**src/design/mem_pkg.sv**
```systemverilog
package mem_pkg;

    localparam int word_width        = 32;                  // data and address width
    localparam int ram_addr_bits     = 14;                  // 16K words, 64 KB
    localparam int byte_offset_bits  = 2;                   // byte lane inside a word
    localparam int ram_limit_bits    = 16;                  // bits 31..16, zero for RAM
    localparam int io_marker_bits    = 22;                  // bits 31..10 mark the IO window
    localparam int io_type_bit       = 4;                   // 0 keypad, 1 VGA

    localparam logic [io_marker_bits-1:0] io_marker = {io_marker_bits{1'b1}}; // 0xFFFFFC00 up

    // spare bits between the marker and the device-type bit
    localparam int io_unused_bits    = word_width - io_marker_bits - io_type_bit - 1;

    // one address word, two ways of reading it
    typedef union packed {
        struct packed {
            logic [ram_limit_bits-1:0]   upper;             // must be zero for a RAM hit
            logic [ram_addr_bits-1:0]    word_index;        // RAM word address
            logic [byte_offset_bits-1:0] byte_offset;       // ignored, word access only
        } ram;
        struct packed {
            logic [io_marker_bits-1:0]   marker;            // all ones inside the IO window
            logic [io_unused_bits-1:0]   unused;            // not decoded
            logic                        dev_type;          // device select bit
            logic [io_type_bit-1:0]      offset;            // byte offset inside a device
        } io;
    } mem_addr_t;

endpackage

```
**src/design/keypad_port.sv**
```systemverilog
`timescale 1ns/1ps

module keypad_port (
    input  logic                           clk,
    input  logic                           reset,
    input  logic [mem_pkg::word_width-1:0] keypad_data,         // raw keypad value
    input  logic                           keypad_read,         // strobe from access unit
    output logic [mem_pkg::word_width-1:0] keypad_word,         // sampled keypad value
    output logic                           keypad_read_enable   // one-cycle pulse outward
);

    // free-running sample, the access unit picks it at the read edge
    always_ff @(posedge clk) begin
        keypad_word <= keypad_data;
    end

    always_ff @(posedge clk) begin
        if (reset) begin
            keypad_read_enable <= 1'b0;
        end else begin
            keypad_read_enable <= keypad_read;                  // pulse follows the strobe
        end
    end

endmodule

```
**config.mk**
```make
export PLATFORM = sky130hd
export DESIGN_NAME = keypad_port
export DESIGN_NICKNAME = d
export VERILOG_FILES = /design/src/design/mem_pkg.sv /design/src/design/keypad_port.sv
export SDC_FILE = /design/constraint.sdc
export NUM_CORES = 1
export LEC_CHECK = 0
export BUFFER_PORTS_ARGS = -buffer_cell sky130_fd_sc_hd__buf_2
export CAP_MARGIN = 20
export CELL_PAD_IN_SITES_DETAIL_PLACEMENT = 1
export CELL_PAD_IN_SITES_GLOBAL_PLACEMENT = 1
export CORE_MARGIN = 5
export CORE_UTILIZATION = 23
export CTS_BUF_LIST = sky130_fd_sc_hd__clkbuf_16
export DETAILED_ROUTE_END_ITERATION = 8
export PLACE_DENSITY_LB_ADDON = 0.1
export SETUP_SLACK_MARGIN = 0.15
export SLEW_MARGIN = 10
export SYNTH_ARGS = -nofsm -noshare
export SYNTH_HDL_FRONTEND = slang
export SYNTH_SLANG_ARGS = --single-unit
```
**constraint.sdc**
```tcl
create_clock -name clk -period 0.8 [get_ports clk]
set_input_delay 0.2 -clock clk [delete_from_list [all_inputs] [get_ports clk]]
set_output_delay 0.2 -clock clk [all_outputs]
set_load 0.01 [all_outputs]
```
==> out/qor.json <==
{
  "outcome": {"value": "finished with violations"},
  "violations": {"value": "negative setup slack"},
  "n_fill_cell": {"value": 309},
  "max_slew_margin": {"value": 95.3, "unit": "%"},
  "drc": {"value": 0},
  "num_vias": {"value": 535},
  "worst_tran_pin_value": {"value": 0.0708, "unit": "ns"},
  "first_iter_violations": {"value": 1},
  "critPathBufInv": {"value": 1},
  "worst_setup_path_end_kind": {"value": "primary output"},
  "io_pins": {"value": 68},
  "numPortBuffers": {"value": 67},
  "finalSetupViolations": {"value": 33},
  "ctsHoldBuffers": {"value": 0},
  "timing.final.hold_violations": {"value": 0},
  "cts_resized": {"value": 4},
  "time_the_final_worst_path_needs_with_i_o_delays_and_setup": {"value": 0.899, "unit": "ns"},
  "die_width": {"value": 64.2, "unit": "um"},
  "first_global_vias": {"value": 635},
  "critical_path.top_delay_family": {"value": "flip-flops"},
  "postRouteAntennaNets": {"value": 0},
  "place.gp.congestion": {"value": 0.609},
  "post-route-period-util": {"value": 112, "unit": "%"},
  "cts.clk_slew.worst_paths": {"value": 0.05, "unit": "ns"},
  "post_synthesis_cell_area": {"value": 674, "unit": "um2"},
  "post_synth.cell_area_avg": {"value": 19.8, "unit": "um2"},
  "synthToLayoutAreaGrowth": {"value": 91.3, "unit": "%"},
  "fin_hold_ws": {"value": 0.0319, "unit": "ns"},
  "gr-total-overflow": {"value": 0},
  "track_usage": {"value": 8.96, "unit": "%"},
  "grt_first_pass_wirelength": {"value": 2790, "unit": "um"},
  "power.static_leakage": {"value": 0.657, "unit": "nW"},
  "post_drt_via_cell_ratio": {"value": 3.82},
  "powerDensity": {"value": 2880, "unit": "nW/um2"},
  "cts_htree_levels": {"value": 2},
  "maxCapViolations": {"value": 0},
  "number_of_antenna_violations_at_the_first_check_in_global_routing": {"value": 0},
  "crit_arrival": {"value": 0.70, "unit": "ns"},
  "grt_start_max_net_pins": {"value": 10},
  "fin_ws": {"value": -0.0986, "unit": "ns"},
  "category_of_the_most_critical_setup_path": {"value": "reg2out"},
  "final_design_area_no_fill": {"value": 1290, "unit": "um2"},
  "critical_path.max_stage_delay": {"value": 0.32, "unit": "ns"},
  "post_cts.repair.setup_buffers": {"value": 0},
  "dr.pass1.iters": {"value": 3},
  "dieArea": {"value": 4120, "unit": "um2"},
  "mostFrequentLayoutCell": {"value": "sky130_fd_sc_hd__buf_2"},
  "core": {"value": 2780, "unit": "um2"},
  "slew_viol_final": {"value": 0},
  "synthCells": {"value": 34},
  "startpoint": {"value": "keypad_word[2]"},
  "grt_setup_unrepaired": {"value": "true"},
  "hold_path_class": {"value": "in2reg"},
  "synth_sequential_area_ratio": {"value": 98.0, "unit": "%"},
  "worstSetupStartpointType": {"value": "flop"},
  "dpl-instance-area": {"value": 1050, "unit": "um2"},
  "cp.required": {"value": 0.60, "unit": "ns"},
  "fin_nets": {"value": 143},
  "synthesis.yosys.warnings": {"value": 0},
  "synth.distinct_cells": {"value": 2},
  "tritoncts": {"value": "done"},
  "crit_path_max_fanout": {"value": 1},
  "worstPathCellList": {"value": "buf_6"},
  "clk_root_buffer_cell": {"value": "sky130_fd_sc_hd__clkbuf_16"},
  "synth_fp_nets": {"value": 69},
  "die_h": {"value": 64.2, "unit": "um"},
  "clock_sink_count": {"value": 33},
  "cts_max_path_buffers": {"value": 2},
  "critPathSlowestCell": {"value": "sky130_fd_sc_hd__dfxtp_2"},
  "utilization": {"value": 46.4, "unit": "%"},
  "floorplan.initialDensity": {"value": 24.2, "unit": "%"},
  "diodes": {"value": 0},
  "fmaxAchievable": {"value": 1110, "unit": "MHz"},
  "number_of_buffers_inserted_during_clock_tree_synthesis": {"value": 5},
  "hold_crit_start": {"value": "keypad_data[14]"},
  "wirelength": {"value": 1730, "unit": "um"},
  "detailedPlacementHpwl": {"value": 1380, "unit": "um"},
  "layout.cells.most_common_list": {"value": "53 x sky130_fd_sc_hd__buf_2, 19 x sky130_fd_sc_hd__dfxtp_1, 14 x sky130_fd_sc_hd__dfxtp_2, 14 x sky130_fd_sc_hd__buf_6, 5 x sky130_fd_sc_hd__clkbuf_16"},
  "ys_ff_latch": {"value": 33},
  "floorplan.rows": {"value": 19},
  "peakVddDrop": {"value": 0.00172, "unit": "V"},
  "drive_gt1_share": {"value": 79.8, "unit": "%"},
  "wl_per_cell": {"value": 12.4, "unit": "um"}
}
power by group:
group / switching, W / total (W) / internal (W)
combinational: 0.0000978 / 0.000257 / 0.000159
clock: 0.000576 / 0.00169 / 0.00111
sequential: 0.0000267 / 0.00177 / 0.00174
cell type report:
| class | count | area (um2) | share of cell area, % |
|---|---|---|---|
| sequential | 33 | 678 | 52.6 |
| timing repair buffer | 67 | 423 | 32.8 |
| clock buffer | 5 | 125 | 9.70 |
| tap | 31 | 38.8 | 3.01 |
| multi-input combinational | 1 | 13.8 | 1.07 |
| clock inverter | 3 | 11.3 | 0.873 |
stage by stage:
stage / total power [W] / worst slack, ns / setup TNS (ns) / cells
floorplan: 0.00184 / 0.269 / 0 / 34
CTS: 0.00373 / -0.109 / -3.14 / 140
global route: 0.00392 / -0.126 / -3.74 / 140
global placement: 0.00200 / 0.188 / 0 / 132
finish: 0.00372 / -0.0986 / -2.75 / 140
detailed placement: 0.00201 / 0.179 / 0 / 132
cells by family (layout without fill, tap and decap cells):
kind of cell / Yosys count / in the layout / share of synthesized area, %
buffers and inverters: 0 / 75 / 0
AND/OR/NAND/NOR: 1 / 1 / 2.04
flip-flops: 33 / 33 / 98.0
cells in the mapped netlist, drive strengths merged:
cell type | number | share of area (%)
dfxtp | 33 | 98
nor2b | 1 | 2.0
path summary, 6_finish.rpt:
kind / end / slack (ns) / depth (start not counted)
max: keypad_word[2] / -0.1 / 1
min: keypad_word[14] / 0.03 / 1
state kept, by name, summed over array words and instances (netlist names):
name and flops:
keypad_word 32, keypad_read_enable 1
per-layer routing:
layer | global-route usage, % | vias up | part of all wire (%) | wire [um]
li1 | - | 250 | - | -
met1 | 7.65 | 246 | 31 | 533
met2 | 15.3 | 36 | 53 | 923
met3 | 6.48 | 3 | 14 | 249
met4 | 4.58 | 0 | 1.3 | 23
met5 | 0 | - | 0 | 0
Power figures use the tool's default switching activity.
