===== src/design/mem_pkg.sv =====
package mem_pkg;

    localparam int word_width        = 32;                  // data and address width
    localparam int ram_addr_bits     = 14;                  // 16K words, 64 KB
    localparam int byte_offset_bits  = 2;                   // byte lane inside a word
    localparam int ram_limit_bits    = 16;                  // bits 31..16, zero for RAM
    localparam int io_marker_bits    = 22;                  // bits 31..10 mark the IO window
    localparam int io_type_bit       = 4;                   // 0 keypad, 1 VGA

    localparam logic [io_marker_bits-1:0] io_marker = {io_marker_bits{1'b1}}; // 0xFFFFFC00 up

    // spare bits between the marker and the device-type bit
    localparam int io_unused_bits    = word_width - io_marker_bits - io_type_bit - 1;

    // one address word, two ways of reading it
    typedef union packed {
        struct packed {
            logic [ram_limit_bits-1:0]   upper;             // must be zero for a RAM hit
            logic [ram_addr_bits-1:0]    word_index;        // RAM word address
            logic [byte_offset_bits-1:0] byte_offset;       // ignored, word access only
        } ram;
        struct packed {
            logic [io_marker_bits-1:0]   marker;            // all ones inside the IO window
            logic [io_unused_bits-1:0]   unused;            // not decoded
            logic                        dev_type;          // device select bit
            logic [io_type_bit-1:0]      offset;            // byte offset inside a device
        } io;
    } mem_addr_t;

endpackage


===== src/design/uart_loader.sv =====
`timescale 1ns/1ps

module uart_loader (
    input  logic                               clk,
    input  logic                               reset,
    input  logic                               load_mode,       // loader owns the RAM
    input  logic                               uart_byte_valid, // one framed byte this cycle
    input  logic [7:0]                         uart_byte,
    output logic                               load_write,      // RAM write strobe
    output logic [mem_pkg::ram_addr_bits-1:0]  load_word_addr,
    output logic [mem_pkg::word_width-1:0]     load_word,
    output logic [mem_pkg::ram_addr_bits:0]    load_count       // words written so far
);
    import mem_pkg::*;

    logic                     load_mode_q;                  // for rise detect
    logic [1:0]               byte_count;                   // bytes held in shift_reg
    logic [ram_addr_bits-1:0] word_ptr;                     // next RAM word to fill
    logic [word_width-1:0]    shift_reg;                    // partial word, lsb first

    logic                     load_start;
    logic [1:0]               byte_idx;
    logic [ram_addr_bits-1:0] word_idx;
    logic                     byte_take;
    logic                     word_done;
    logic [word_width-1:0]    next_word;

    assign load_start = load_mode & ~load_mode_q;             // new load session
    assign byte_idx   = load_start ? 2'd0 : byte_count;       // restart count on rise
    assign word_idx   = load_start ? '0 : word_ptr;           // restart at word 0
    assign byte_take  = load_mode & uart_byte_valid;
    assign word_done  = byte_take & (byte_idx == 2'd3);       // fourth byte of a word
    assign next_word  = {uart_byte, shift_reg[word_width-1:8]}; // new byte enters at top

    always_ff @(posedge clk) begin
        if (reset) begin
            load_mode_q <= 1'b0;
            byte_count  <= 2'd0;
            word_ptr    <= '0;
            load_count  <= '0;
            load_write  <= 1'b0;
        end else begin
            load_mode_q <= load_mode;
            load_write  <= word_done;                           // write one cycle after byte 4
            if (byte_take) begin
                byte_count <= byte_idx + 2'd1;                  // wraps after the fourth byte
            end else begin
                byte_count <= byte_idx;
            end
            if (word_done) begin
                word_ptr <= word_idx + 1'b1;
            end else begin
                word_ptr <= word_idx;
            end
            if (load_start) begin
                load_count <= '0;                               // byte 4 never lands on a rise
            end else if (word_done) begin
                load_count <= load_count + 1'b1;
            end
        end
    end

    // payload only, qualified by byte_count and load_write
    always_ff @(posedge clk) begin
        if (byte_take) begin
            shift_reg <= next_word;
        end
        if (word_done) begin
            load_word      <= next_word;                        // four bytes, lsb first
            load_word_addr <= word_idx;
        end
    end

endmodule


===== config.mk =====
export PLATFORM = sky130hd
export DESIGN_NAME = uart_loader
export DESIGN_NICKNAME = d
export VERILOG_FILES = /design/src/design/mem_pkg.sv /design/src/design/uart_loader.sv
export SDC_FILE = /design/constraint.sdc
export NUM_CORES = 1
export LEC_CHECK = 0
export BUFFER_PORTS_ARGS = -buffer_cell sky130_fd_sc_hd__buf_2
export CAP_MARGIN = 20
export CORE_MARGIN = 1
export CORE_UTILIZATION = 58
export DETAILED_ROUTE_END_ITERATION = 7
export GPL_TIMING_DRIVEN = 0
export PLACE_DENSITY = 0.92
export SLEW_MARGIN = 25
export SYNTH_ARGS = -nofsm -noshare
export SYNTH_HDL_FRONTEND = slang
export SYNTH_SLANG_ARGS = --single-unit

===== constraint.sdc =====
create_clock -name clk -period 4.4 [get_ports clk]
set_input_delay 0.88 -clock clk [delete_from_list [all_inputs] [get_ports clk]]
set_output_delay 0.88 -clock clk [all_outputs]
set_load 0.1 [all_outputs]

==> results of run 1 <==
## cell usage after synthesis
library cell  instances
edfxtp_1             70
dfxtp_1              33
nor2_1               24
nand2_1              17
a21oi_1              13
and2_1               10
inv_1                10
nand3_1               7
or3_1                 7
xnor2_1               7
xor2_1                7
clkbuf_1              6
nand4_1               6
o21ai_0               6
or4_1                 4
and3_1                3
and4_1                3
ha_1                  3
nor2b_1               3
a311oi_1              2
a41o_1                2
mux2_2                2
nand2b_1              2
nand3_2               2
nor3_1                2
nor4_1                2
o31ai_1               2
a31o_2                1
buf_4                 1
inv_2                 1
mux2_1                1
nor2b_4               1
or4_4                 1
or4b_4                1
## routing by layer
layer / wire length (um) / track usage / share of wire
met5: 0 / 0 / 0
met3: 233 / 0.0411 / 0.037
met2: 3390 / 0.355 / 0.53
met4: 110 / 0.0965 / 0.017
met1: 2630 / 0.263 / 0.41
## cell families (layout without fill, tap and decap cells)
kind of cell / Yosys count / count (layout) / synth area share
simple gates: 95 / 95 / 0.140
fa+ha+maj: 3 / 3 / 0.0101
compound gates: 26 / 26 / 0.0422
xor+xnor: 14 / 14 / 0.0331
flops: 103 / 103 / 0.746
buf+inv: 18 / 107 / 0.0193
mux: 3 / 3 / 0.00912
## stage by stage
step	std cells	setup WS, ns	hold slack [ns]	util
after detailed placement	410	0.779	0.406	0.691
after global routing	426	0.784	0.439	0.727
final	426	1.14	0.423	0.727
after global placement	410	0.524	0.402	0.691
after CTS	426	1.14	0.430	0.727
after floorplan	262	1.26	0.400	-
## report_power, final
part           total (mW)  leakage [nW]  switching [mW]  internal [mW]
Clock               0.628         0.106           0.306          0.322
Sequential           1.05         0.928         0.00476           1.04
Combinational      0.0303         0.656          0.0212        0.00900
Total                1.70          1.69           0.332           1.37
## worst reg2reg max path, cell delays in order, from the launching register on
cell and delay, ns:
dfxtp_1 0.42, nand2b_1 0.16, buf_4 0.17, clkbuf_1 0.33, and2_1 0.23, ha_1 0.19, nand3_2 0.13, clkbuf_1 0.29
inv_4 0.58, nand3_1 0.20, xor2_1 0.18, nor2_1 0.06
## path summary, 6_finish.rpt
check / start / end / slack (ns) / depth (start not counted)
worst max-delay path: load_mode / load_count[7]$_SDFFE_PP0P_ / 1.14 / 12
worst min-delay path: shift_reg[13]$_DFFE_PP_ / load_word[5]$_DFFE_PP_ / 0.42 / 0
worst max register to register: load_mode_q$_SDFF_PP0_ / load_count[7]$_SDFFE_PP0P_ / 1.34 / 11
worst min register to register: shift_reg[13]$_DFFE_PP_ / load_word[5]$_DFFE_PP_ / 0.42 / 0
## cell type report
type	count	area, um^2	share of cell area
buffer	7	30.0	0.00686
clock buffer	11	131	0.0300
clock inverter	5	81.3	0.0186
inverter	11	43.8	0.0100
multi-input combinational	141	871	0.199
sequential	103	2760	0.631
tap	75	93.8	0.0214
timing repair buffer	73	365	0.0834
==> metrics.yaml, run 1 <==
place:
  dp_hpwl_um: 4410
  gp_congestion: 0.792
  place_area_um2: 4170
  port_buffers: 73
sta:
  max_slew.worst_pin.slew_ns: 0.996
  drv_slew: 0
  max_freq_ghz: 0.307
  clock_skew_ns: 0.0111
  finalCriticalPeriod_ns: 3.26
  tns_ns: 0
  max_slew_margin: 0.335
  finalHoldViolCount: 0
  final.period_utilization: 0.741
  grt_setup_unrepaired: "no"
  setup_viol: 0
clock_network:
  clk-insertion-delay-late_ns: 0.35
  cts-root-buf: "clkbuf_8"
  path_clk_slew_ns: 0.10
  cts_buffers: 9
  cts_resized: 0
  postCtsHoldBufs: 0
  clock_sinks: 103
  post_cts_buffers: 0
  cts_buffer_depth: 2
  cts_tree: "done"
  htree_levels: 3
finish:
  final_cell_mix: "buf_2, edfxtp_1, dfxtp_1"
  synthToLayoutAreaGrowth_pct: 18.2
  fillers: 419
  stdcell_area_um2: 4380
  final_common_cell: "buf_2"
  drive_above_1_share: 0.274
  diodes: 0
  largest_reg_flops: 32
  nets: 361
route:
  drtPass1Iterations: 4
  num_vias: 2302
  vias_per_cell: 5.40
  drc: 0
  wl_per_cell_um: 14.9
  drtIter0Drc: 203
  final_antenna_net_count: 0
  wl_um: 6360
critical_path:
  crit_fanout: 55
  cpPeakStageDelay_ns: 0.58
  cp.arrival_ns: 3.49
  path_cells: "buf_2, nand2b_1, buf_4, clkbuf_1, and2_1, ha_1, nand3_2, clkbuf_1, inv_4, nand3_1, xor2_1, nor2_1"
  critPathTopFamily: "buffers and inverters"
  crit_top_cell: "clkbuf_1"
  crit_slowest_cell: "inv_4"
  cp_data_required_time_ns: 4.63
  worst-path-buf-inv: 5
  end_kind: "flip-flop"
  criticalPathCategory: "in2reg"
  start_kind: "input port"
floorplan:
  io_pins: 74
  rows: 28
  core-area_um2: 6030
  die_h_um: 81.9
  fp.dieArea_um2: 6710
  die_x_um: 81.9
  initial_core_util: 0.615
run_status:
  status: "complete, no violations"
power:
  powerDensity_nw_per_um2: 389
  total_power_mw: 1.70
  ir_drop_mv: 0.259
  cellLeakagePower_nw: 1.69
min_path:
  hold_class: "reg2reg"
synthesis:
  synth-seq-cells: 103
  synth_fp_nets: 277
  netlist_instances: 262
  yosysSeqAreaShare: 0.746
  syn-cell-area_um2: 3700
  yosysTopAreaCell: "edfxtp_1"
  synth_cell_types: 34
  postSynthAreaPerCell_um2: 14.1
  synth.area.top_cells: "edfxtp_1, dfxtp_1, nor2_1, a21oi_1, nand2_1"
  yosysTopAreaCellShare: 0.567
  yosysWarnings: 0
global_route:
  grt_max_degree: 56
  grt.total_usage: 0.211
  grt_pass1_wl_um: 10200
  antenna_found_initial: 0
  grt-ovfl-total: 0
  grt_pass1_vias: 2166
flow_run:
  cap_violations: 0
(Power assumes the default switching activity.)
==> run 2: changes to the inputs <==
--- a/config.mk
+++ b/config.mk
@@ -8,10 +8,10 @@
 export BUFFER_PORTS_ARGS = -buffer_cell sky130_fd_sc_hd__buf_2
 export CAP_MARGIN = 20
 export CORE_MARGIN = 1
-export CORE_UTILIZATION = 58
+export CORE_UTILIZATION = 54
 export DETAILED_ROUTE_END_ITERATION = 7
 export GPL_TIMING_DRIVEN = 0
-export PLACE_DENSITY = 0.92
+export PLACE_DENSITY = 0.88
 export SLEW_MARGIN = 25
 export SYNTH_ARGS = -nofsm -noshare
 export SYNTH_HDL_FRONTEND = slang
==> constraint.sdc (replaced) <==
create_clock -name clk -period 3.18 [get_ports clk]
set_input_delay 0.636 -clock clk [delete_from_list [all_inputs] [get_ports clk]]
set_output_delay 0.636 -clock clk [all_outputs]
set_load 0.1 [all_outputs]
==> run 2 against run 1 <==
  * Clock skew about the same
  * First-iteration DRC count decreased by 47%
  * Final cell count increased by 0.47%
  * Worst hold slack improved by 0.00095 ns
  * Routed wire length decreased by 5.9%
  * Critical path depth decreased by 3
  * The run now ends with DRC left
  * Clock power increased by 26%
  * Worst setup slack got worse by 0.84 ns
  * Die area increased by 7.2%
  * Largest power group unchanged
  * Utilization decreased by 5.3 points
  * Design area about the same
  * Critical endpoint is now word_ptr[11]$_SDFF_PP0_
  * Sequential share of layout area increased by 0.054 points
==> metrics.yaml, run 2 (same netlist as run 1, synthesis figures left out) <==
run_status:
  status: "finished, violations left"
  failed_checks: "DRC"
clock_network:
  cts_buffers: 9
  htree_levels: 3
  path_clk_slew_ns: 0.10
  cts_buffer_depth: 2
  clock_sinks: 103
  clk-insertion-delay-late_ns: 0.35
  cts-root-buf: "clkbuf_8"
  cts_tree: "done"
  post_cts_buffers: 0
  postCtsHoldBufs: 0
critical_path:
  rr_endpoint: "word_ptr[11]$_SDFF_PP0_"
  criticalPathCategory: "reg2reg"
  ff2ff_path_depth: 9
  reg2reg_slack_ns: 0.30
  rr_startpoint: "load_mode_q$_SDFF_PP0_"
  end_kind: "flip-flop"
  cp_data_required_time_ns: 3.43
  start_kind: "flip-flop"
  cp.arrival_ns: 3.13
  crit_fanout: 10
place:
  place_area_um2: 4170
  dp_cells: 412
  dp_hpwl_um: 4080
  gp_congestion: 0.815
  port_buffers: 73
power:
  ir_drop_mv: 0.371
  powerDensity_nw_per_um2: 521
  cellLeakagePower_nw: 1.68
min_path:
  hold_path_end: "load_word[5]$_DFFE_PP_"
  hold_class: "reg2reg"
  min_path_cells: 0
  min_from: "shift_reg[13]$_DFFE_PP_"
sta:
  tns_ns: 0
  clock_skew_ns: 0.0111
  finalHoldViolCount: 0
  grt_setup_unrepaired: "no"
  max_slew_margin: 0.397
  max_freq_ghz: 0.347
  drv_slew: 0
  setup_viol: 0
  max_slew.worst_pin.slew_ns: 0.900
  final.period_utilization: 0.906
  finalCriticalPeriod_ns: 2.88
floorplan:
  io_pins: 74
  core-area_um2: 6490
  die_h_um: 84.8
  initial_core_util: 0.570
  die_x_um: 84.8
  fp.dieArea_um2: 7200
  rows: 29
global_route:
  grt-ovfl-total: 0
  grt_max_degree: 56
  grt_pass1_vias: 2169
  antenna_found_initial: 0
  grt.total_usage: 0.182
  grt_pass1_wl_um: 9980
route:
  final_antenna_net_count: 0
  drc: 2
  drtPass1Iterations: 8
  wl_per_cell_um: 14.0
  drtIter0Drc: 108
  num_vias: 2266
  wl_um: 5990
  vias_per_cell: 5.29
finish:
  stdcell_count: 428
  drive_above_1_share: 0.279
  nets: 361
  stdcell_area_um2: 4380
  final_common_cell: "buf_2"
  diodes: 0
  final_cell_mix: "buf_2, edfxtp_1, dfxtp_1"
  synthToLayoutAreaGrowth_pct: 18.1
  largest_reg_flops: 32
flow_run:
  cap_violations: 0
-- run 2: worst max path at each step --
| stage | startpoint | endpoint | slack (ns) | cells after the start |
|---|---|---|---|---|
| 6_report | load_mode_q$_SDFF_PP0_ | word_ptr[11]$_SDFF_PP0_ | 0.30 | 9 |
| 5_1_grt | load_mode_q$_SDFF_PP0_ | word_ptr[11]$_SDFF_PP0_ | 0.08 | 9 |
| 4_1_cts | load_mode_q$_SDFF_PP0_ | load_count[7]$_SDFFE_PP0P_ | 0.10 | 11 |
| 3_5_place_dp | load_mode | load_count[7]$_SDFFE_PP0P_ | -0.23 | 12 |
| 3_3_place_gp | load_mode | load_count[7]$_SDFFE_PP0P_ | -0.47 | 12 |
| 2_1_floorplan | load_mode | load_count[3]$_SDFFE_PP0P_ | 0.28 | 11 |
-- run 2: area by class of cell --
cell class	instances	area, um^2
buffer	7	31.3
clock buffer	9	124
clock inverter	7	71.3
fill	469	2120
inverter	11	53.8
multi-input combinational	141	871
sequential	103	2760
tap	77	96.3
timing repair buffer	73	365
-- run 2: report_power, final --
part | switching, mW | internal, mW | total [mW]
sequential | 0.00588 | 1.44 | 1.45
combinational | 0.0294 | 0.0125 | 0.0419
clock | 0.425 | 0.367 | 0.792
total | 0.460 | 1.82 | 2.28
-- run 2: metrics by stage --
step                      hold slack [ns]  utilization  worst slack [ns]  power (mW)
after floorplan                     0.400            -             0.285        1.50
after global placement              0.401        0.641            -0.475        1.52
after detailed placement            0.405        0.642            -0.230        1.52
after CTS                           0.427        0.672             0.100        2.30
after global routing                0.430        0.674            0.0776        2.36
final                               0.424        0.674             0.300        2.28
-- run 2: worst max-delay path, stage by stage (launching register included) --
cell,delay (ns)
dfxtp_1,0.41
nand2b_1,0.15
buf_4,0.17
clkbuf_1,0.32
and2_1,0.23
ha_1,0.19
nand3_2,0.13
clkbuf_2,0.28
or4_1,0.58
mux2_1,0.32
-- run 2: per-layer routing --
layer,vias up,share of wire,GRT usage
li1,1123,-,-
met5,-,0,0
met1,1064,0.43,0.224
met3,13,0.041,0.0379
met2,66,0.51,0.309
met4,0,0.021,0.0863
-- run 2: what timing repair did --
item	in CTS	in global routing
endpoints found under the hold margin	0	0
endpoints found under the setup margin	0	6
gates resized for setup	0	6
