===== config.mk =====
export PLATFORM = sky130hd
export DESIGN_NAME = vga_port
export DESIGN_NICKNAME = d
export VERILOG_FILES = /design/src/design/mem_pkg.sv /design/src/design/vga_port.sv
export SDC_FILE = /design/constraint.sdc
export NUM_CORES = 1
export LEC_CHECK = 0
export ABC_CLOCK_PERIOD_IN_PS = 1000
export BUFFER_PORTS_ARGS = -buffer_cell sky130_fd_sc_hd__buf_2
export CAP_MARGIN = 15
export CORE_MARGIN = 2
export CORE_UTILIZATION = 35
export CTS_BUF_LIST = sky130_fd_sc_hd__clkbuf_8
export DETAILED_ROUTE_END_ITERATION = 12
export GPL_ROUTABILITY_DRIVEN = 1
export PLACE_DENSITY = 0.77
export SYNTH_ARGS = -nofsm -noshare
export SYNTH_HDL_FRONTEND = slang
export SYNTH_SLANG_ARGS = --single-unit

===== constraint.sdc =====
create_clock -name clk -period 1 [get_ports clk]
set_clock_uncertainty 0.05 [all_clocks]
set_input_delay 0.25 -clock clk [delete_from_list [all_inputs] [get_ports clk]]
set_output_delay 0.25 -clock clk [all_outputs]
set_load 0.02 [all_outputs]

===== src/design/mem_pkg.sv =====
package mem_pkg;

    localparam int word_width        = 32;                  // data and address width
    localparam int ram_addr_bits     = 14;                  // 16K words, 64 KB
    localparam int byte_offset_bits  = 2;                   // byte lane inside a word
    localparam int ram_limit_bits    = 16;                  // bits 31..16, zero for RAM
    localparam int io_marker_bits    = 22;                  // bits 31..10 mark the IO window
    localparam int io_type_bit       = 4;                   // 0 keypad, 1 VGA

    localparam logic [io_marker_bits-1:0] io_marker = {io_marker_bits{1'b1}}; // 0xFFFFFC00 up

    // spare bits between the marker and the device-type bit
    localparam int io_unused_bits    = word_width - io_marker_bits - io_type_bit - 1;

    // one address word, two ways of reading it
    typedef union packed {
        struct packed {
            logic [ram_limit_bits-1:0]   upper;             // must be zero for a RAM hit
            logic [ram_addr_bits-1:0]    word_index;        // RAM word address
            logic [byte_offset_bits-1:0] byte_offset;       // ignored, word access only
        } ram;
        struct packed {
            logic [io_marker_bits-1:0]   marker;            // all ones inside the IO window
            logic [io_unused_bits-1:0]   unused;            // not decoded
            logic                        dev_type;          // device select bit
            logic [io_type_bit-1:0]      offset;            // byte offset inside a device
        } io;
    } mem_addr_t;

endpackage


===== src/design/vga_port.sv =====
`timescale 1ns/1ps

module vga_port (
    input  logic                           clk,
    input  logic                           reset,
    input  logic                           vga_write,           // store to 0xFFFFFC70
    input  logic [mem_pkg::word_width-1:0] store_data,
    output logic [mem_pkg::word_width-1:0] vga_data,            // word on the display
    output logic                           vga_update           // new word this cycle
);

    always_ff @(posedge clk) begin
        if (reset) begin
            vga_data   <= '0;                                   // blank display
            vga_update <= 1'b0;
        end else begin
            vga_update <= vga_write;                            // single pulse per store
            if (vga_write) begin
                vga_data <= store_data;
            end
        end
    end

endmodule


==> results by group, run 1 <==
Setup path
  – Worst EP required: 0.70 ns
  – Crit-path cells: buf_6
  – Critical path buffer and inverter count: 1
  – Worst Reg-to-Reg Cells: 3
  – Largest stage delay, worst path: 0.34 ns
  – Crit path max-delay cell type: dfxtp_2
  – Crit-path leading delay family: flip-flops
  – Number of cells on the critical path: 1
  – Worst-path maximum fanout: 2
  – Crit Path Category: reg -> out
  – Worst EP arrival: 0.73 ns
  – Critical Path Source Type: flip-flop
  – Critical path endpoint category: output pin

STA
  – Slew Viols, Final: 0
  – Setup ws final: -0.0262 ns
  – Fin Hold WS: 0.164 ns
  – RSZ-0062 raised after global routing: yes
  – Slew @ Worst Pin: 0.178 ns
  – Period utilization: 103%
  – Slew HR: 87.8%
  – Crit path time final: 1.03 ns
  – Fin. Hold Viols: 0
  – Final setup violation count: 32
  – Max Freq: 974 MHz
  – Setup TNS: -0.436 ns

Global route
  – Gr ovfl total: 0
  – Largest net degree at the start of global routing: 34
  – Vias in the first global route: 1059
  – Initial antenna violation count: 0
  – First-pass GRT wire length: 4.61 mm
  – GRT Overall Usage: 15.0%

Synth
  – Cell count after synthesis: 106
  – Avg Cell Area, Syn: 11.3 µm²
  – Synthesized area: 1200 µm²
  – YS warnings: 0
  – Register area share after synthesis: 54.9%
  – Syn nets: 141
  – Netlist cell types: 9
  – Flops & latches, synth: 33

Place
  – Detailed Place HPWL: 1.71 mm
  – Cell Area, Placed: 1570 µm²
  – Buffers on Ports: 67
  – Pre-CTS WS: -0.0219 ns
  – Routability cong.: 0.689

Run status
  – Violated checks: setup timing
  – Status: finished, violations left

Detailed routing
  – DRC viols: 0
  – Routed vias: 970
  – Routed Antenna Nets: 0
  – DR WL/cell: 11.8 µm
  – Vias per cell: 4.37
  – TritonRoute pass-1 iters: 2
  – DR iter-0 viols: 27
  – DRT Wirelength: 2.62 mm

Cells and area
  – Area grow syn2layout: 58.2%
  – Share of layout cells above drive strength 1: 64.2%
  – Most frequent cells in the layout: buf_2 (34), buf_6 (33), dfxtp_2 (33)
  – Commonest non-fill, non-tap cell in the layout: buf_2
  – Finished Cell Area: 1900 µm²
  – Final layout net count: 212
  – Finished Core Util: 57.4%
  – Ant. Diodes: 0

CTS
  – TritonCTS clock tree: yes
  – Clock sinks: 33
  – CTS hold repair buffers: 0
  – Clock-pin transition on the worst setup and hold timing paths: 0.06 ns
  – Worst skew pair latency: 0.27 ns
  – H-tree depth: 2
  – CTS Buf Count: 5
  – Clock tree buffer depth: 2
  – CTS root buf: clkbuf_8

Die
  – Rows: 21
  – Die area: 3920 µm²
  – Core Area: 3310 µm²
  – Top-level I/O count: 68
  – Die width: 62.6 µm
  – Die Height: 62.6 µm
  – Starting Density: 36.3%

Pwr
  – VDD IR max: 707 µV
  – Leak: 0.947 nW
  – Power per cell area: 1510 nW/µm²

Hold path
  – Hold Path Class: in -> reg
  – Hold Path Depth: 3

Flow run
  – Maxcap violations: 0
-- Yosys cell counts --
library cell,number,area [µm²]
buf_12,3,60.1
mux2i_1,32,320
nor2_2,2,12.5
nor2b_1,1,6.26
nor2_1,30,113
buf_2,3,15.0
dfxtp_1,33,661
buf_6,1,11.3
clkbuf_1,1,3.75
-- report_power, final --
part	internal [mW]	switching, mW
logic	0.291	0.242
registers	1.41	0.0538
clock network	0.456	0.409
total	2.16	0.705
-- cell families (layout without fill, tap and decap cells) --
kind of cell  Yosys count  after routing  share of synthesized area [%]
flops                  33             33                           54.9
simple gates           33             33                           10.9
mux                    32             32                           26.6
buf+inv                 8             78                           7.49
-- flip-flops by register name (all words and copies together) (netlist names) --
name	count
vga_update	1
vga_data	32
-- path summary, 6_finish.rpt --
check	startpoint	to	slack, ns
setup / recovery	vga_data[27]	vga_data[27]	-0.03
hold / removal	store_data[20]	vga_data[20]	0.16
setup reg to reg	vga_data[4]	vga_data[4]	0.19
hold reg to reg	vga_data[0]	vga_data[0]	0.44
-- area by class of cell --
cell class / count / area, µm²
flip-flops and latches: 33 / 702
clock inverters: 1 / 5.00
well taps: 46 / 57.6
fillers: 294 / 1410
multi-input cells: 65 / 452
clock buffers: 5 / 68.8
repair buffers: 72 / 617
-- per-layer routing --
layer / share of wire [%] / wire length [µm] / up-vias / track usage, %
met4: 1.8 / 46 / 0 / 6.67
met1: 39 / 1030 / 443 / 14.5
met2: 54 / 1420 / 38 / 29.0
met5: 0 / 0 / - / 0
li1: - / - / 484 / -
met3: 4.5 / 117 / 5 / 4.14
-- per-stage QoR --
stage,power (mW),instances
finish,2.86,222
global route,3.02,222
CTS,2.90,221
detailed placement,1.90,214
global placement,1.89,214
floorplan,1.74,106
-- timing repair --
action | in CTS | in global routing
hold endpoints to repair | 0 | 0
buffers inserted | 1 | 1
gates cloned | 0 | 0
resized for setup | 99 | 0
setup endpoints to repair | 33 | 33
(Power assumes the default switching activity.)
==> run 2: changes to the inputs <==
--- a/config.mk
+++ b/config.mk
@@ -5,7 +5,7 @@
 export SDC_FILE = /design/constraint.sdc
 export NUM_CORES = 1
 export LEC_CHECK = 0
-export ABC_CLOCK_PERIOD_IN_PS = 1000
+export ABC_CLOCK_PERIOD_IN_PS = 1220
 export BUFFER_PORTS_ARGS = -buffer_cell sky130_fd_sc_hd__buf_2
 export CAP_MARGIN = 15
 export CORE_MARGIN = 2
==> constraint.sdc (replaced) <==
create_clock -name clk -period 1.22 [get_ports clk]
set_clock_uncertainty 0.05 [all_clocks]
set_input_delay 0.305 -clock clk [delete_from_list [all_inputs] [get_ports clk]]
set_output_delay 0.305 -clock clk [all_outputs]
set_load 0.02 [all_outputs]
==> results by group, run 2 (synthesis gave the netlist of run 1 again) <==
Run status
  – Status: completed

Setup path
  – Reg-to-reg slack, setup: 0.53 ns
  – Critical path endpoint category: output pin
  – FF-to-FF End: vga_data[4]
  – Worst-path maximum fanout: 2
  – Largest stage delay, worst path: 0.35 ns
  – Crit-path leading delay family: flip-flops
  – Crit Path Category: reg -> out
  – Worst EP required: 0.87 ns
  – Worst EP arrival: 0.79 ns
  – Worst setup path start: vga_data[4]
  – Number of cells on the critical path: 1
  – Critical Path Source Type: flip-flop
  – Reg-to-Reg Start: vga_data[4]
  – Crit path max-delay cell type: dfxtp_1
  – Crit-path cells: buf_2
  – CP Capture Point: vga_data[4]
  – Worst Reg-to-Reg Cells: 2
  – Critical path buffer and inverter count: 1

CTS
  – Clock tree buffer depth: 2
  – Clock-pin transition on the worst setup and hold timing paths: 0.06 ns
  – TritonCTS clock tree: yes
  – H-tree depth: 2
  – CTS Buf Count: 5
  – Worst skew pair latency: 0.27 ns
  – Clock sinks: 33
  – CTS-repair resized insts: 0
  – CTS root buf: clkbuf_8
  – CTS hold repair buffers: 0
  – Post-CTS setup buffer count: 0

Global route
  – Gr ovfl total: 0
  – Vias in the first global route: 899
  – Largest net degree at the start of global routing: 34
  – Initial antenna violation count: 0
  – First-pass GRT wire length: 4.08 mm
  – GRT Overall Usage: 13.4%

Cells and area
  – Most frequent cells in the layout: buf_2 (67), dfxtp_1 (33), mux2i_1 (32)
  – Final layout net count: 210
  – Finished Cell Area: 1650 µm²
  – Commonest non-fill, non-tap cell in the layout: buf_2
  – Share of layout cells above drive strength 1: 45.5%
  – Finished Core Util: 49.9%
  – Biggest register: vga_data
  – Max reg flops: 32
  – Filler cells: 334
  – Area grow syn2layout: 37.4%
  – Ant. Diodes: 0
  – Biggest registers after layout: vga_data x32, vga_update x1

Die
  – Rows: 21
  – Die area: 3920 µm²
  – Core Area: 3310 µm²
  – Starting Density: 36.3%
  – Die width: 62.6 µm
  – Top-level I/O count: 68
  – Die Height: 62.6 µm

Detailed routing
  – Vias per cell: 4.20
  – DR iter-0 viols: 25
  – Routed vias: 933
  – TritonRoute pass-1 iters: 4
  – Routed Antenna Nets: 0
  – DRT Wirelength: 2.35 mm
  – DRC viols: 0
  – DR WL/cell: 10.6 µm

Hold path
  – Hold Path Class: in -> reg

STA
  – Slew HR: 87.1%
  – Setup TNS: 0 ns
  – Slew @ Worst Pin: 0.188 ns
  – RSZ-0062 raised after global routing: no
  – Period utilization: 93.5%
  – Fin. Hold Viols: 0
  – Crit path time final: 1.14 ns
  – Final setup violation count: 0
  – Max Freq: 877 MHz
  – Slew Viols, Final: 0
  – Fin Hold WS: 0.211 ns

Place
  – Cell Area, Placed: 1570 µm²
  – Detailed Place HPWL: 1.72 mm
  – Buffers on Ports: 67
  – Routability cong.: 0.688

Pwr
  – Leak: 0.894 nW
  – Pint: 1.70 mW
  – Clk pwr share: 33.5%
  – Logic pwr share: 15.5%
  – Switching share of power: 26.1%
  – VDD IR max: 540 µV
  – Sequential group share of total power: 51.0%
  – Switching Power: 600 µW
  – Power per cell area: 1390 nW/µm²

Flow run
  – Maxcap violations: 0
[run 2: cell types whose count changed in the layout (fill, tap and decap cells not counted)]
cell / before / now
clkinv_2: 1 / 2
dfxtp_1: 0 / 33
buf_2: 34 / 67
clkinvlp_4: 0 / 1
buf_6: 33 / 0
buf_4: 2 / 0
dfxtp_2: 33 / 0
[run 2: final cells by class]
| type | instances | area (µm²) | area share, % |
|---|---|---|---|
| tap | 46 | 57.6 | 3.48 |
| clock buffer | 5 | 68.8 | 4.17 |
| sequential | 33 | 661 | 40.0 |
| multi-input combinational | 65 | 452 | 27.3 |
| clock inverter | 3 | 17.5 | 1.06 |
| timing repair buffer | 70 | 395 | 23.9 |
[run 2: power by group through the flow]
stage / clock [mW] / combinational (mW) / sequential [mW]
finish: 0.770 / 0.356 / 1.17
detailed placement: 0 / 0.362 / 1.19
CTS: 0.809 / 0.362 / 1.17
global route: 0.859 / 0.390 / 1.18
global placement: 0 / 0.356 / 1.19
floorplan: 0 / 0.152 / 1.27
[run 2: worst min path at each step]
stage,from,end,slack (ns),depth (start not counted)
after floorplan,store_data[0],vga_data[0],0.40,2
after global placement,vga_data[10],vga_data[10],0.42,2
after detailed placement,vga_data[29],vga_data[29],0.42,2
after CTS,store_data[26],vga_data[26],0.20,3
after global routing,store_data[18],vga_data[18],0.21,3
final,store_data[26],vga_data[26],0.21,3
[run 2: layer usage]
metal  share of wire (%)  up-vias  GRT usage (%)
li1                    -      483              -
met5                   0        -              0
met2                  50       40           22.2
met4                 1.1        0           5.83
met3                 6.9        2           5.23
met1                  42      408           15.2
[run 2: through the flow]
stage	power, mW	instances	setup slack (ns)
after global routing	2.43	222	0.0305
final	2.30	222	0.0791
after global placement	1.55	214	0.169
after floorplan	1.43	106	0.247
after detailed placement	1.56	214	0.145
after CTS	2.34	222	0.0716
[run 2: worst min-delay path, delay by kind of cell]
kind	cells	cell delay, ns
buffers and inverters	1	0.07
AND/OR/NAND/NOR	1	0.07
multiplexers	1	0.05
==> run 3: changes to the inputs <==
==> constraint.sdc (replaced) <==
create_clock -name clk -period 1.22 [get_ports clk]
set_clock_uncertainty 0.05 [all_clocks]
set_input_delay 0.061 -clock clk [delete_from_list [all_inputs] [get_ports clk]]
set_output_delay 0.061 -clock clk [all_outputs]
set_load 0.02 [all_outputs]
==> results by group, run 3 (synthesis gave the netlist of run 1 again) <==
STA
  – Slew HR: 79.5%
  – Final setup violation count: 0
  – Slew Viols, Final: 0
  – Setup ws final: 0.314 ns
  – Slew @ Worst Pin: 0.308 ns
  – Period utilization: 74.2%
  – Crit path time final: 0.906 ns
  – Fin. Hold Viols: 0
  – Max Freq: 1100 MHz
  – Setup TNS: 0 ns
  – RSZ-0062 raised after global routing: no
  – Fin Hold WS: 0.0930 ns

Place
  – Detailed Place HPWL: 1.78 mm
  – Cell Area, Placed: 1570 µm²
  – Dpl cells: 214
  – Pre-CTS WS: 0.298 ns
  – Buffers on Ports: 67
  – Routability cong.: 0.681

CTS
  – Clock-pin transition on the worst setup and hold timing paths: 0.07 ns
  – CTS-repair resized insts: 0
  – Worst skew pair latency: 0.28 ns
  – CTS root buf: clkbuf_8
  – CTS hold repair buffers: 32
  – TritonCTS clock tree: yes
  – Clock tree buffer depth: 2
  – H-tree depth: 2
  – CTS Buf Count: 5
  – Post-CTS setup buffer count: 0
  – Clock sinks: 33

Die
  – Starting Density: 36.3%
  – Top-level I/O count: 68
  – Core Area: 3310 µm²
  – Die area: 3920 µm²
  – Die Height: 62.6 µm
  – Die width: 62.6 µm
  – Rows: 21

Setup path
  – Worst setup path start: vga_data[19]
  – Worst EP required: 1.11 ns
  – Largest stage delay, worst path: 0.34 ns
  – Critical path buffer and inverter count: 1
  – Worst EP arrival: 0.79 ns
  – Crit Path Category: reg -> out
  – Reg-to-Reg Start: vga_data[24]
  – Crit-path cells: buf_2
  – Worst-path maximum fanout: 2
  – Crit-path leading delay family: flip-flops
  – Critical path endpoint category: output pin
  – Critical Path Source Type: flip-flop
  – Crit path max-delay cell type: dfxtp_1

Detailed routing
  – Metal2 WL: 1.65 mm
  – Routed Antenna Nets: 0
  – DR iter-0 viols: 43
  – Routed vias: 1070
  – Met3 wire length: 166 µm
  – TritonRoute pass-1 iters: 2
  – Routed length on met1: 1.23 mm
  – DRC viols: 0
  – DR WL/cell: 12.3 µm
  – Vias per cell: 4.21
  – DRT Wirelength: 3.12 mm
  – Top Metal Used: met4

Cells and area
  – Biggest registers after layout: vga_data x32, vga_update x1
  – Most frequent cells in the layout: buf_2 (67), dfxtp_1 (33), mux2i_1 (32), dlygate4sd3_1 (32), nor2_1 (30)
  – Biggest register: vga_data
  – Ant. Diodes: 0
  – Finished Layout Cells: 254
  – Max reg flops: 32
  – Final layout net count: 242
  – Commonest non-fill, non-tap cell in the layout: buf_2
  – Area grow syn2layout: 66.5%
  – Share of layout cells above drive strength 1: 38.0%
  – Finished Cell Area: 2000 µm²
  – Finished Core Util: 60.5%

Pwr
  – Switching share of power: 23.5%
  – Pint: 2.03 mW
  – Sequential group share of total power: 44.2%
  – Leak: 1.05 nW
  – Final Power: 2.65 mW
  – VDD IR max: 868 µV
  – Power per cell area: 1320 nW/µm²
  – Clk pwr share: 39.0%
  – Logic pwr share: 16.7%
  – Switching Power: 622 µW

Global route
  – First-pass GRT wire length: 5.31 mm
  – GRT Overall Usage: 17.5%
  – Largest net degree at the start of global routing: 20
  – Vias in the first global route: 1133
  – Gr ovfl total: 0
  – Initial antenna violation count: 0

Hold path
  – Hold Path Class: in -> reg
  – Worst hold start: reset

Run status
  – Status: completed

Flow run
  – Maxcap violations: 0
run 3: metal layers:
metal	global-route usage, %	vias up
met4	8.33	0
li1	-	550
met5	0	-
met3	5.23	7
met1	18.2	469
met2	31.9	44
run 3: worst paths after layout:
path	endpoint	slack, ns	cells past startpoint
hold reg to reg	vga_data[13]	0.43	2
setup reg to reg	vga_data[24]	0.52	2
hold / removal	vga_data[13]	0.09	2
setup / recovery	vga_data[19]	0.31	1
run 3: power groups by stage:
| stage | Combinational [mW] | Clock [mW] | Sequential, mW |
|---|---|---|---|
| 2_1_floorplan | 0.152 | 0 | 1.27 |
| 3_3_place_gp | 0.356 | 0 | 1.19 |
| 3_5_place_dp | 0.362 | 0 | 1.19 |
| 4_1_cts | 0.440 | 1.06 | 1.17 |
| 5_1_grt | 0.480 | 1.12 | 1.18 |
| 6_report | 0.443 | 1.03 | 1.17 |
run 3: layout make-up:
class	count	area, µm²
Timing Repair Buffer	102	716
Clock buffer	6	82.6
Fill cell	282	1310
Multi-Input combinational cell	65	452
Clock inverter	2	33.8
Tap cell	46	57.6
Sequential cell	33	661
